### src/common/pgwr_pkg.sv
// table sizes, base addresses and line layout for the page-write manager
// entry structs, status and opcode enums, bus response codes
package pgwr_pkg;

	// table sizes
	localparam int ATT_ENTRY_CNT  = 16;
	localparam int LIST_ENTRY_CNT = 8;
	localparam int ATT_PER_LINE   = 8;  // 64-bit entries per line
	localparam int LST_PER_LINE   = 4;  // 128-bit entries per line

	// index 0 is null, valid entries start at 1
	localparam int IDX_W = $clog2(ATT_ENTRY_CNT + 1);

	// line geometry
	localparam int LINE_BYTES = 64;
	localparam int LINE_SHIFT = $clog2(LINE_BYTES);
	localparam int ATT_BYTES  = LINE_BYTES / ATT_PER_LINE;
	localparam int LST_BYTES  = LINE_BYTES / LST_PER_LINE;
	localparam int ATT_BITS   = ATT_BYTES * 8;
	localparam int LST_BITS   = LST_BYTES * 8;
	localparam int ATT_SLOT_W = $clog2(ATT_PER_LINE);
	localparam int LST_SLOT_W = $clog2(LST_PER_LINE);

	// entry field widths
	localparam int WAY_W = 50;
	localparam int ZPD_W = 12;
	localparam int PTR_W = 24;

	localparam int OUTST_W = 4; // outstanding write counter

	typedef logic [IDX_W-1:0]      idx_t;
	typedef logic [WAY_W-1:0]      way_t;
	typedef logic [ZPD_W-1:0]      zpd_t;
	typedef logic [PTR_W-1:0]      ptr_t;
	typedef logic [8*LINE_BYTES-1:0] line_t;
	typedef logic [LINE_BYTES-1:0] strb_t;
	typedef logic [63:0]           addr_t;

	// table placement
	localparam addr_t ATT_BASE  = 64'h0000_0000_8000_0000;
	localparam addr_t LIST_BASE = 64'h0000_0000_8001_0000;
	localparam way_t  PPA_BASE  = 50'h0_0000_0009_0000; // first physical page number

	// att init marks the first LIST_ENTRY_CNT pages uncompressed
	localparam bit PWRUP_UNCOMP = 1'b1;

	typedef enum logic [1:0] {
		STS_DALLOC = 2'd0,
		STS_UNCOMP = 2'd1,
		STS_COMP   = 2'd2,
		STS_INCOMP = 2'd3
	} att_sts_e;

	typedef struct packed {
		zpd_t     zpd_cnt;
		way_t     way;
		att_sts_e sts;
	} att_entry_t;

	typedef struct packed {
		logic [5:0] rsvd;
		way_t       way;
		ptr_t       att_id;
		ptr_t       prev;
		ptr_t       next;
	} list_entry_t;

	typedef enum logic [1:0] {
		WK_ATT_INIT  = 2'd0,
		WK_LIST_INIT = 2'd1,
		WK_ATT_UPD   = 2'd2
	} wr_kind_e;

	// anything but OKAY is an error
	typedef enum logic [1:0] {
		OKAY   = 2'd0,
		EXOKAY = 2'd1,
		SLVERR = 2'd2,
		DECERR = 2'd3
	} bresp_e;

endpackage
### src/common/tbl_wr_if.sv
// single-beat table write channel: address and data handshakes with payload
// modports for the sequencer, the beat register and the response monitor
`timescale 1ns/1ps

interface tbl_wr_if;
	logic awvalid;
	logic awready;
	logic wvalid;
	logic wready;
	pgwr_pkg::addr_t addr; // line address
	pgwr_pkg::line_t data; // one slot filled per beat
	pgwr_pkg::strb_t strb; // byte lanes of that slot

	// sequencer owns the valids
	modport ctrl (
		output awvalid,
		output wvalid,
		input  awready,
		input  wready
	);

	// payload register
	modport beat (
		output addr,
		output data,
		output strb
	);

	// observes everything
	modport mon (
		input awvalid,
		input awready,
		input wvalid,
		input wready,
		input addr,
		input data,
		input strb
	);
endinterface

### src/rtl/pgwr_mngr.sv
// page-write manager top: att init, list init and att update writes
// sequencer, entry counter, beat register and response tracker
`timescale 1ns/1ps

module pgwr_mngr (
	input  logic                 clk_i,
	input  logic                 rst_ni,
	input  logic                 init_att,
	input  logic                 init_list,
	input  logic                 att_upd,
	input  pgwr_pkg::idx_t       att_upd_id,
	input  pgwr_pkg::att_sts_e   att_upd_sts,
	input  pgwr_pkg::way_t       att_upd_way,
	input  pgwr_pkg::zpd_t       att_upd_zpd,
	input  logic                 awready,
	input  logic                 wready,
	input  logic                 bvalid,
	input  pgwr_pkg::bresp_e     bresp,
	output logic                 awvalid,
	output logic                 wvalid,
	output pgwr_pkg::addr_t      addr,
	output pgwr_pkg::line_t      data,
	output pgwr_pkg::strb_t      strb,
	output logic                 ready,
	output logic                 init_att_done,
	output logic                 init_list_done,
	output logic                 tbl_update_done,
	output pgwr_pkg::idx_t       free_list_head,
	output pgwr_pkg::idx_t       free_list_tail,
	output logic                 bus_error
);
	tbl_wr_if wr ();

	logic               load;      // build next beat
	logic               start;     // rewind counter
	logic               last;      // current entry is the final one
	logic               idle_resp; // nothing outstanding
	pgwr_pkg::wr_kind_e kind;
	pgwr_pkg::idx_t     idx;

	// bus side of the write channel
	assign wr.awready = awready;
	assign wr.wready  = wready;
	assign awvalid    = wr.awvalid;
	assign wvalid     = wr.wvalid;
	assign addr       = wr.addr;
	assign data       = wr.data;
	assign strb       = wr.strb;

	pgwr_fsm i_fsm (
		.clk_i,
		.rst_ni,
		.init_att,
		.init_list,
		.att_upd,
		.last,
		.idle_resp,
		.load,
		.kind,
		.start,
		.ready,
		.init_att_done,
		.init_list_done,
		.tbl_update_done,
		.free_list_head,
		.free_list_tail,
		.wr (wr.ctrl)
	);

	entry_counter i_cnt (.clk_i, .rst_ni, .start, .load, .kind, .idx, .last);

	tbl_beat_builder i_beat (
		.clk_i,
		.rst_ni,
		.load,
		.kind,
		.idx,
		.att_upd_id,
		.att_upd_sts,
		.att_upd_way,
		.att_upd_zpd,
		.wr (wr.beat)
	);

	bresp_tracker i_resp (.clk_i, .rst_ni, .wr (wr.mon), .bvalid, .bresp, .idle_resp, .bus_error);

endmodule

### src/pgwr/pgwr_fsm.sv
// operation sequencer: picks a request, issues one write per entry, drains responses
// owns the sticky done flags and the free list head/tail
`timescale 1ns/1ps

module pgwr_fsm (
	input  logic               clk_i,
	input  logic               rst_ni,
	input  logic               init_att,
	input  logic               init_list,
	input  logic               att_upd,
	input  logic               last,
	input  logic               idle_resp,
	output logic               load,
	output pgwr_pkg::wr_kind_e kind,
	output logic               start,
	output logic               ready,
	output logic               init_att_done,
	output logic               init_list_done,
	output logic               tbl_update_done,
	output pgwr_pkg::idx_t     free_list_head,
	output pgwr_pkg::idx_t     free_list_tail,
	tbl_wr_if.ctrl             wr
);
	typedef enum logic [2:0] {
		IDLE,
		LOAD,  // register next beat
		ADDR,  // awvalid up
		DATA,  // wvalid up
		DRAIN  // wait for all responses
	} state_e;

	state_e             state_q, state_d;
	pgwr_pkg::wr_kind_e kind_q, kind_d;
	logic               last_q; // beat in flight is the final one
	logic               op_end;

	always_comb begin
		state_d = state_q;
		kind_d  = kind_q;
		start   = 1'b0;
		load    = 1'b0;
		unique case (state_q)
			IDLE: begin
				// init_att first, then init_list, then updates
				if (init_att && !init_att_done) begin
					kind_d  = pgwr_pkg::WK_ATT_INIT;
					start   = 1'b1;
					state_d = LOAD;
				end else if (init_list && !init_list_done) begin
					kind_d  = pgwr_pkg::WK_LIST_INIT;
					start   = 1'b1;
					state_d = LOAD;
				end else if (att_upd) begin
					kind_d  = pgwr_pkg::WK_ATT_UPD;
					start   = 1'b1;
					state_d = LOAD;
				end
			end
			LOAD: begin
				load    = 1'b1; // counter steps here too
				state_d = ADDR;
			end
			ADDR: begin
				if (wr.awready) begin
					state_d = DATA;
				end
			end
			DATA: begin
				if (wr.wready) begin
					state_d = last_q ? DRAIN : LOAD;
				end
			end
			DRAIN: begin
				if (idle_resp) begin
					state_d = IDLE;
				end
			end
			default: state_d = IDLE;
		endcase
	end

	always_ff @(posedge clk_i or negedge rst_ni) begin
		if (!rst_ni) begin
			state_q <= IDLE;
			kind_q  <= pgwr_pkg::WK_ATT_INIT;
			last_q  <= 1'b0;
		end else begin
			state_q <= state_d;
			kind_q  <= kind_d;
			if (load) begin
				last_q <= last; // sampled before the counter steps
			end
		end
	end

	assign op_end = (state_q == DRAIN) && idle_resp;

	// done flags and free list pointers
	always_ff @(posedge clk_i or negedge rst_ni) begin
		if (!rst_ni) begin
			init_att_done  <= 1'b0;
			init_list_done <= 1'b0;
			free_list_head <= '0;
			free_list_tail <= '0;
		end else if (op_end) begin
			if (kind_q == pgwr_pkg::WK_ATT_INIT) begin
				init_att_done <= 1'b1;
			end
			if (kind_q == pgwr_pkg::WK_LIST_INIT) begin
				init_list_done <= 1'b1;
				free_list_head <= pgwr_pkg::idx_t'(1); // whole table is one free list
				free_list_tail <= pgwr_pkg::idx_t'(pgwr_pkg::LIST_ENTRY_CNT);
			end
		end
	end

	assign tbl_update_done = op_end && (kind_q == pgwr_pkg::WK_ATT_UPD); // one-cycle pulse
	assign ready           = (state_q == IDLE);
	assign kind            = kind_q;
	assign wr.awvalid      = (state_q == ADDR);
	assign wr.wvalid       = (state_q == DATA); // only after address accepted

endmodule

### src/pgwr/bresp_tracker.sv
// outstanding write counter and sticky bus error flag
// responses arrive in order and are always accepted
`timescale 1ns/1ps

module bresp_tracker (
	input  logic             clk_i,
	input  logic             rst_ni,
	tbl_wr_if.mon            wr,
	input  logic             bvalid,
	input  pgwr_pkg::bresp_e bresp,
	output logic             idle_resp,
	output logic             bus_error
);
	logic [pgwr_pkg::OUTST_W-1:0] outst_q;
	logic                         aw_hs;     // address accepted
	logic                         rsp_unexp; // response with nothing pending
	logic                         retire;

	assign aw_hs     = wr.awvalid && wr.awready;
	assign rsp_unexp = bvalid && (outst_q == '0);
	assign retire    = bvalid && !rsp_unexp; // error or not, the write is answered

	always_ff @(posedge clk_i or negedge rst_ni) begin
		if (!rst_ni) begin
			outst_q   <= '0;
			bus_error <= 1'b0;
		end else begin
			unique case ({aw_hs, retire})
				2'b10:   outst_q <= outst_q + 1'b1;
				2'b01:   outst_q <= outst_q - 1'b1;
				default: outst_q <= outst_q; // none or both
			endcase
			if ((bvalid && bresp != pgwr_pkg::OKAY) || rsp_unexp) begin
				bus_error <= 1'b1; // sticky until reset
			end
		end
	end

	assign idle_resp = (outst_q == '0);

endmodule

### src/pgwr/tbl_beat_builder.sv
// write beat register: line address, one filled entry slot and its byte strobe
// att entries are 8 per line, list entries 4 per line
`timescale 1ns/1ps

module tbl_beat_builder (
	input  logic               clk_i,
	input  logic               rst_ni,
	input  logic               load,
	input  pgwr_pkg::wr_kind_e kind,
	input  pgwr_pkg::idx_t     idx,
	input  pgwr_pkg::idx_t     att_upd_id,
	input  pgwr_pkg::att_sts_e att_upd_sts,
	input  pgwr_pkg::way_t     att_upd_way,
	input  pgwr_pkg::zpd_t     att_upd_zpd,
	tbl_wr_if.beat             wr
);
	pgwr_pkg::idx_t                  ent;      // zero-based entry
	logic [pgwr_pkg::ATT_SLOT_W-1:0] att_slot;
	logic [pgwr_pkg::LST_SLOT_W-1:0] lst_slot;
	pgwr_pkg::att_entry_t            att_e;
	pgwr_pkg::list_entry_t           lst_e;
	pgwr_pkg::addr_t                 addr_d, addr_q;
	pgwr_pkg::line_t                 data_d, data_q;
	pgwr_pkg::strb_t                 strb_d, strb_q;

	// update targets its own id, inits walk the counter
	assign ent      = (kind == pgwr_pkg::WK_ATT_UPD) ? att_upd_id - 1'b1 : idx - 1'b1;
	assign att_slot = ent[pgwr_pkg::ATT_SLOT_W-1:0];
	assign lst_slot = ent[pgwr_pkg::LST_SLOT_W-1:0];

	always_comb begin
		att_e         = '0;
		att_e.sts     = pgwr_pkg::STS_DALLOC; // unmapped page
		if (kind == pgwr_pkg::WK_ATT_UPD) begin
			att_e.zpd_cnt = att_upd_zpd;
			att_e.way     = att_upd_way;
			att_e.sts     = att_upd_sts;
		end else if (pgwr_pkg::PWRUP_UNCOMP &&
		             idx <= pgwr_pkg::idx_t'(pgwr_pkg::LIST_ENTRY_CNT)) begin
			att_e.sts = pgwr_pkg::STS_UNCOMP;
			att_e.way = pgwr_pkg::PPA_BASE + pgwr_pkg::way_t'(ent); // identity mapped
		end
	end

	// one long free list, entry i links i-1 and i+1
	always_comb begin
		lst_e        = '0;
		lst_e.way    = pgwr_pkg::PPA_BASE + pgwr_pkg::way_t'(ent);
		lst_e.prev   = pgwr_pkg::ptr_t'(ent); // 0 for the head
		if (idx == pgwr_pkg::idx_t'(pgwr_pkg::LIST_ENTRY_CNT)) begin
			lst_e.next = '0; // tail points to null
		end else begin
			lst_e.next = pgwr_pkg::ptr_t'(idx) + 1'b1;
		end
	end

	always_comb begin
		data_d = '0;
		strb_d = '0;
		if (kind == pgwr_pkg::WK_LIST_INIT) begin
			addr_d = pgwr_pkg::LIST_BASE +
			         (pgwr_pkg::addr_t'(ent >> pgwr_pkg::LST_SLOT_W) << pgwr_pkg::LINE_SHIFT);
			data_d[lst_slot*pgwr_pkg::LST_BITS +: pgwr_pkg::LST_BITS]   = lst_e;
			strb_d[lst_slot*pgwr_pkg::LST_BYTES +: pgwr_pkg::LST_BYTES] = '1;
		end else begin
			addr_d = pgwr_pkg::ATT_BASE +
			         (pgwr_pkg::addr_t'(ent >> pgwr_pkg::ATT_SLOT_W) << pgwr_pkg::LINE_SHIFT);
			data_d[att_slot*pgwr_pkg::ATT_BITS +: pgwr_pkg::ATT_BITS]   = att_e;
			strb_d[att_slot*pgwr_pkg::ATT_BYTES +: pgwr_pkg::ATT_BYTES] = '1;
		end
	end

	always_ff @(posedge clk_i or negedge rst_ni) begin
		if (!rst_ni) begin
			addr_q <= '0;
			strb_q <= '0;
		end else if (load) begin
			addr_q <= addr_d;
			strb_q <= strb_d;
		end
	end

	always_ff @(posedge clk_i) begin
		if (load) begin
			data_q <= data_d; // other slots stay zero
		end
	end

	assign wr.addr = addr_q;
	assign wr.data = data_q;
	assign wr.strb = strb_q;

endmodule

### src/pgwr/entry_counter.sv
// entry index walker for table writes
// flags the final entry of the current operation
`timescale 1ns/1ps

module entry_counter (
	input  logic               clk_i,
	input  logic               rst_ni,
	input  logic               start,
	input  logic               load,
	input  pgwr_pkg::wr_kind_e kind,
	output pgwr_pkg::idx_t     idx,
	output logic               last
);

	always_ff @(posedge clk_i or negedge rst_ni) begin
		if (!rst_ni) begin
			idx <= '0; // null
		end else if (start) begin
			idx <= pgwr_pkg::idx_t'(1); // first valid entry
		end else if (load) begin
			idx <= idx + 1'b1;
		end
	end

	always_comb begin
		unique case (kind)
			pgwr_pkg::WK_ATT_INIT: begin
				last = (idx == pgwr_pkg::idx_t'(pgwr_pkg::ATT_ENTRY_CNT));
			end
			pgwr_pkg::WK_LIST_INIT: begin
				last = (idx == pgwr_pkg::idx_t'(pgwr_pkg::LIST_ENTRY_CNT));
			end
			default: begin
				last = 1'b1; // update is a single write
			end
		endcase
	end

endmodule

### config.mk
export PLATFORM = sky130hd
export DESIGN_NAME = pgwr_mngr
export DESIGN_NICKNAME = d
export VERILOG_FILES = /design/src/common/pgwr_pkg.sv /design/src/common/tbl_wr_if.sv /design/src/rtl/pgwr_mngr.sv /design/src/pgwr/pgwr_fsm.sv /design/src/pgwr/bresp_tracker.sv /design/src/pgwr/tbl_beat_builder.sv /design/src/pgwr/entry_counter.sv
export SDC_FILE = /design/constraint.sdc
export NUM_CORES = 1
export LEC_CHECK = 0
export ABC_CLOCK_PERIOD_IN_PS = 21900
export BUFFER_PORTS_ARGS = -buffer_cell sky130_fd_sc_hd__buf_2
export CAP_MARGIN = 20
export CORE_AREA = 5 5 287 289
export CTS_BUF_LIST = sky130_fd_sc_hd__clkbuf_4 sky130_fd_sc_hd__clkbuf_8
export DETAILED_ROUTE_END_ITERATION = 16
export DIE_AREA = 0 0 292 294
export MAX_ROUTING_LAYER = met4
export PLACE_DENSITY = 0.57
export REMOVE_ABC_BUFFERS = 1
export SYNTH_ARGS = -nofsm -noshare
export SYNTH_HDL_FRONTEND = slang
export SYNTH_SLANG_ARGS = --single-unit
### constraint.sdc
create_clock -name clk_i -period 21.9 [get_ports clk_i]
set_clock_uncertainty 0.05 [all_clocks]
set_input_delay 4.38 -clock clk_i [delete_from_list [all_inputs] [get_ports clk_i]]
set_output_delay 4.38 -clock clk_i [all_outputs]
set_load 0.005 [all_outputs]
* After elaboration in Yosys (flattened, before gate mapping) *
Cells that the tools add are included.

cells by class
  add/sub/neg operators = 13
  $lt $le $gt $ge = 1
  equality and inequality tests = 14
  shift operators = 8
  mux-type cells = 28
  bitwise operators = 4
  reduce and logical (&&, ||, !) cells = 23

operator list
  kind                                                                             count
  512-bit AND                                                                      2
  512-bit 2-to-1 mux                                                               1
  128-bit by 34-bit variable shift with 512-bit output (first input constant)      1
  64-bit by 34-bit variable shift with 512-bit output (first input constant)       1
  128-bit by 34-bit variable part select with 512-bit output                       1
  64-bit by 34-bit variable part select with 512-bit output                        1
  64-bit AND                                                                       2
  64-bit 2-to-1 mux                                                                2
  52-bit 2-to-1 mux                                                                2
  6-bit negation with 34-bit output                                                2
  9-bit negation with 34-bit output                                                2
  16-bit by 34-bit variable shift with 64-bit output (first input constant)        1
  8-bit by 34-bit variable shift with 64-bit output (first input constant)         1
  16-bit by 34-bit variable part select with 64-bit output (first input constant)  1
  8-bit by 34-bit variable part select with 64-bit output (first input constant)   1
  32-bit by 8-bit adder with 33-bit output (first input constant)                  1
  32-bit by 9-bit adder with 33-bit output (first input constant)                  1
  24-bit 2-to-1 mux                                                                1
  20-bit by 5-bit adder with 21-bit output (first input constant)                  1
  3-bit 2-to-1 mux                                                                 7
  5-bit 2-to-1 mux                                                                 3
  3-bit one-hot mux with 5 select lines                                            1
  12-bit 2-to-1 mux                                                                1
  5-bit by 1-bit subtractor with 5-bit output (second input constant)              2
  other kinds (29)                                                                 52

word-level totals
  bits in registers = 658
  input port bits = 79
  output and inout bits = 657
  word-level logic and storage cells = 102

* Logic depth before layout (Yosys ltp) *
  word-level depth = 8
  gate-level depth with buffers = 14

* Modules after synthesis *
Synthesis repeated with hierarchy kept, for this count alone.

unflattened totals
  cells, all modules = 1562
  area, all modules = 21548.2 um2

modules (own cells, without submodules)
  module            instances  cells each  area each (um2)
  tbl_beat_builder  1          1444        20377.0
  pgwr_fsm          1          55          535.5
  bresp_tracker     1          36          366.6
  entry_counter     1          27          269.0

* Least setup slack after synthesis *
Ideal clock, no wire load.

  path type = reg2reg
  start point = register i_fsm.state_q[2]
  end point = register i_fsm.last_q
  setup time = 0.121 ns
  data arrival time = 16.650 ns
  path slack = 5.079 ns
  cell stages (with the launch flop) = 7
  buffers on the path = 2
  period minus slack after synthesis = 16.821 ns
  path through = dfrtp_1 > or3_1 > inv_1 > clkbuf_1 > buf_1 > o21ai_0 > nand2_1

on the way
  longest elaborated chain between the ends = 2

ends and longest elaborated chain
  what                                      line            text
  start: declaration                        pgwr_fsm.sv:32  state_e state_q, state_d;
  start signal: assignment                  pgwr_fsm.sv:88  state_q <= state_d;
  3-bit by 1-bit == test with 1-bit output  pgwr_fsm.sv:42  unique case (state_q)
  1-bit 2-to-1 mux                          pgwr_fsm.sv:42
  end signal: assignment                    pgwr_fsm.sv:91  last_q <= last;
  end: declaration                          pgwr_fsm.sv:34  logic last_q;

No other way between the ends.
A chain may end at the register's enable or synchronous reset.

* Worst setup path after layout *
  start point = input port att_upd_id[1]
  end point = register i_beat.data_q[281] (netlist: i_beat.wr.data[281]) (data pin)

on the way
  longest elaborated chain between the ends = 8
  elaborated cells on any way between the ends = 14

ends and longest elaborated chain
  what                                                       line                                            text
  start: declaration                                         pgwr_mngr.sv:11                                 input pgwr_pkg::idx_t att_upd_id,
  5-bit by 1-bit subtractor with 5-bit output *              tbl_beat_builder.sv:27                          assign ent = (kind == pgwr_pkg::WK_ATT_UPD) ? att_upd_id - 1'b1 : idx - 1'b1;
  5-bit 2-to-1 mux *                                         tbl_beat_builder.sv:27
  20-bit by 5-bit adder with 21-bit output                   tbl_beat_builder.sv:41, tbl_beat_builder.sv:48
  52-bit 2-to-1 mux                                          tbl_beat_builder.sv:38                          end else if (pgwr_pkg::PWRUP_UNCOMP &&
  52-bit 2-to-1 mux                                          tbl_beat_builder.sv:34                          if (kind == pgwr_pkg::WK_ATT_UPD) begin
  64-bit by 34-bit variable part select with 512-bit output  tbl_beat_builder.sv:68                          data_d[att_slot*pgwr_pkg::ATT_BITS +: pgwr_pkg::ATT_BITS] = att_e;
  512-bit AND (no source line)                               -
  512-bit 2-to-1 mux *                                       tbl_beat_builder.sv:60                          if (kind == pgwr_pkg::WK_LIST_INIT) begin
  via i_beat.data_d[281]                                     tbl_beat_builder.sv:23                          pgwr_pkg::line_t data_d, data_q;
  end signal: assignment                                     tbl_beat_builder.sv:85                          data_q <= data_d;
  end: declaration                                           tbl_beat_builder.sv:23

Mark *: on every way through the listed nets, which the timed path passes. The rest lies on a longest branch.

==> impl_metrics.env <==
export IMPL_vias=14700
export IMPL_run_status="complete, no violations"
export IMPL_placed_cell_area_um2=25200
export IMPL_cts_htree_levels=3
export IMPL_cts_resized=0
export IMPL_numCtsBuffers=93
export IMPL_r2r_start="i_fsm.kind[0]"
export IMPL_synth_simple_area_share=0.128
export IMPL_avgViaCountPerCell=4.42
export IMPL_dp_cells=3161
export IMPL_switching_share=0.369
export IMPL_boundaryPins=736
export IMPL_synthTopCellsByArea="edfxtp_1 (72%), nor2_1 (7.5%), buf_4 (4.4%)"
export IMPL_dp_slack_ns=13.95
export IMPL_grt_total_usage=0.157
export IMPL_synth_edf_count=512
export IMPL_slew_headroom=0.0617
export IMPL_synth_cell_area_um2=21400
export IMPL_syn_area_per_cell_um2=13.7
export IMPL_multi_input_area_um2=4170
export IMPL_synth_compound_area_frac=0.0343
export IMPL_worstSetupPathType="primary input to flip-flop"
export IMPL_ys_types=57
export IMPL_p_switching_uw=1400
export IMPL_synth_top_family_by_area="simple AND/OR/NAND/NOR gates"
export IMPL_cp_end_kind="flip-flop"
export IMPL_critPathMaxFanout=34
export IMPL_rows=104
export IMPL_syn_to_final_growth_pct=27.1
export IMPL_tritoncts="yes"
export IMPL_synth_top_area_frac=0.719
export IMPL_synthCells=1558
export IMPL_synth_mux_area_frac=0.00363
export IMPL_clock_latency_ns=0.67
export IMPL_ir_worst_vdd_mv=0.0760
export IMPL_wire_per_inst_um=20.8
export IMPL_start_util=0.268
export IMPL_power_leakage_uw=0.0106
export IMPL_cts_hold_buf=0
export IMPL_fillers=7952
export IMPL_post_cts_buffers=0
export IMPL_io_buffer_count=668
export IMPL_gp_congestion=0.907
export IMPL_final_setup_worst_slack_ns=14.61
export IMPL_period_share=0.333
export IMPL_drv_slew=0
export IMPL_max_cap_violations=0
export IMPL_synth_top_flop_cell="edfxtp_1"
export IMPL_comb_power_share=0.315
export IMPL_synth_area_leader_cell="edfxtp_1"
export IMPL_min_period_ns=7.29
export IMPL_cp_startpoint="att_upd_id[1]"
export IMPL_drive_above_1_share=0.380
export IMPL_synthXorXnorAreaFrac=0.00732
export IMPL_synthAdderAreaFrac=0.00796
export IMPL_core_area_um2=79600
export IMPL_dp_hpwl_um=47600
export IMPL_clkPwrFrac=0.253
export IMPL_fin_area_um2=27200
export IMPL_max_freq_mhz=137
export IMPL_r2r_cells=11
export IMPL_drtAntennaViolNets=0
export IMPL_stdcell_count=3335
export IMPL_initialDrtViolationCount=1197
export IMPL_worstPathArrival_ns=7.59
export IMPL_grt_max_degree=181
export IMPL_yosysSeqAreaShare=0.756
export IMPL_cellPowerDensity_nw_per_um2=140
export IMPL_cp_required_ns=22.20
export IMPL_setup_viol=0
export IMPL_grt_pass1_vias=15000
export IMPL_yosys_warnings=0
export IMPL_dr_pass1_iters=6
export IMPL_die_y_um=294
export IMPL_hold_viol_final=0
export IMPL_power_frac_seq=0.433
export IMPL_regArea_um2=16200
export IMPL_async_reset_ff_frac=0.0571
export IMPL_fin_tns_setup_ns=0
export IMPL_synth_seq_cells=543
export IMPL_tightest_slew_ns=1.41
export IMPL_drc_errors=0
export IMPL_final_nets=2289
export IMPL_overflow=0
export IMPL_clk_pin_slew_ns=0.06
export IMPL_cts_buffer_depth=3
export IMPL_grt_pass1_wl_um=98800
export IMPL_reg2reg_slack_ns=17.45
export IMPL_clock_sinks=543
export IMPL_final_common_cell="buf_2"
export IMPL_die_area_um2=85800
export IMPL_r2r_end="i_beat.wr.data[281]"
export IMPL_crit_end="i_beat.wr.data[281]"
export IMPL_root_buffer="clkbuf_8"
export IMPL_mostFrequentLayoutCells="buf_2 (668), edfxtp_1 (512), nor2_1 (426)"
export IMPL_hold_path_class="flip-flop to flip-flop"
export IMPL_p_int_uw=2390
export IMPL_antenna_found_initial=3
export IMPL_rsz0062_at_grt="false"
export IMPL_startpoint_type="primary input"
export IMPL_die_width_um=292
export IMPL_wl_um=69500
[cell usage after synthesis, drive strengths merged, types with 5 or more instances]
cell,number
o21ai,50
nand2b,11
ha,12
edfxtp,512
or3,10
nor2b,6
nor3,5
xnor2,8
nand2,95
clkbuf,59
a31oi,6
and2,53
buf,148
a21oi,13
inv,13
o32ai,5
nand3,14
dfrtp,31
nor2,427
o22ai,23
xor2,9
[area by class of cell]
cell class / instances / area share
multi-input combinational: 861 / 0.154
inverter: 13 / 0.00207
clock inverter: 43 / 0.0147
clock buffer: 126 / 0.0567
timing repair buffer: 685 / 0.129
antenna: 4 / 0.000368
tap: 1060 / 0.0488
sequential: 543 / 0.594
[kinds of logic after synthesis]
group | after synthesis
simple gates | 643
flops | 543
buf+inv | 220
compound gates | 116
xor+xnor | 17
fa+ha+maj | 13
mux | 5
other cells | 1
[layer usage]
layer  up-vias  share of wire  global-route usage
met5         -              0                   -
met4         0          0.031              0.0551
met3       153          0.084              0.0389
met2       891           0.51               0.272
met1      7147           0.37               0.177
li1       6538              -                   -
[power by group through the flow]
stage / Sequential, µW / Combinational, µW / Clock, µW
after floorplan: 1840 / 489 / 0
after global placement: 1660 / 1190 / 0
after detailed placement: 1660 / 1210 / 0
after CTS: 1640 / 1210 / 987
after global routing: 1670 / 1290 / 1040
final: 1640 / 1190 / 959
[critical path, cell delays in order]
cell	delay (ns)
buf_2	0.14
inv_1	0.11
nor2_1	0.06
a21oi_1	0.28
ha_1	0.52
inv_1	0.21
ha_1	0.43
nand2_1	0.10
a2111o_2	0.62
buf_4	0.57
o21ai_0	0.13
[registers in the layout, indices dropped and copies added, names as in the netlist, 2 cells and up]
signal          count
i_resp.outst_q      4
i_cnt.idx           5
i_fsm.kind          2
i_beat.wr.data    512
i_beat.wr.strb      8
i_fsm.state_q       3
i_beat.wr.addr      5
[metrics by stage]
step	hold WS (ns)	total power, µW	util
2_1_floorplan	0.393	2330	-
3_3_place_gp	0.395	2850	0.316
3_5_place_dp	0.399	2870	0.316
4_1_cts	0.420	3840	0.341
5_1_grt	0.450	4000	0.341
6_report	0.416	3790	0.341
[worst min-delay path by stage]
stage | cells past startpoint | slack [ns] | start | endpoint
6_report | 1 | 0.42 | i_beat.wr.addr[31] | i_beat.wr.addr[31]
5_1_grt | 1 | 0.45 | i_resp.bus_error | i_resp.bus_error
4_1_cts | 1 | 0.42 | i_beat.wr.addr[31] | i_beat.wr.addr[31]
3_5_place_dp | 1 | 0.40 | i_beat.wr.addr[31] | i_beat.wr.addr[31]
3_3_place_gp | 1 | 0.39 | i_resp.bus_error | i_resp.bus_error
2_1_floorplan | 1 | 0.39 | i_resp.outst_q[3] | i_resp.outst_q[3]
(Power assumes the default switching activity.)
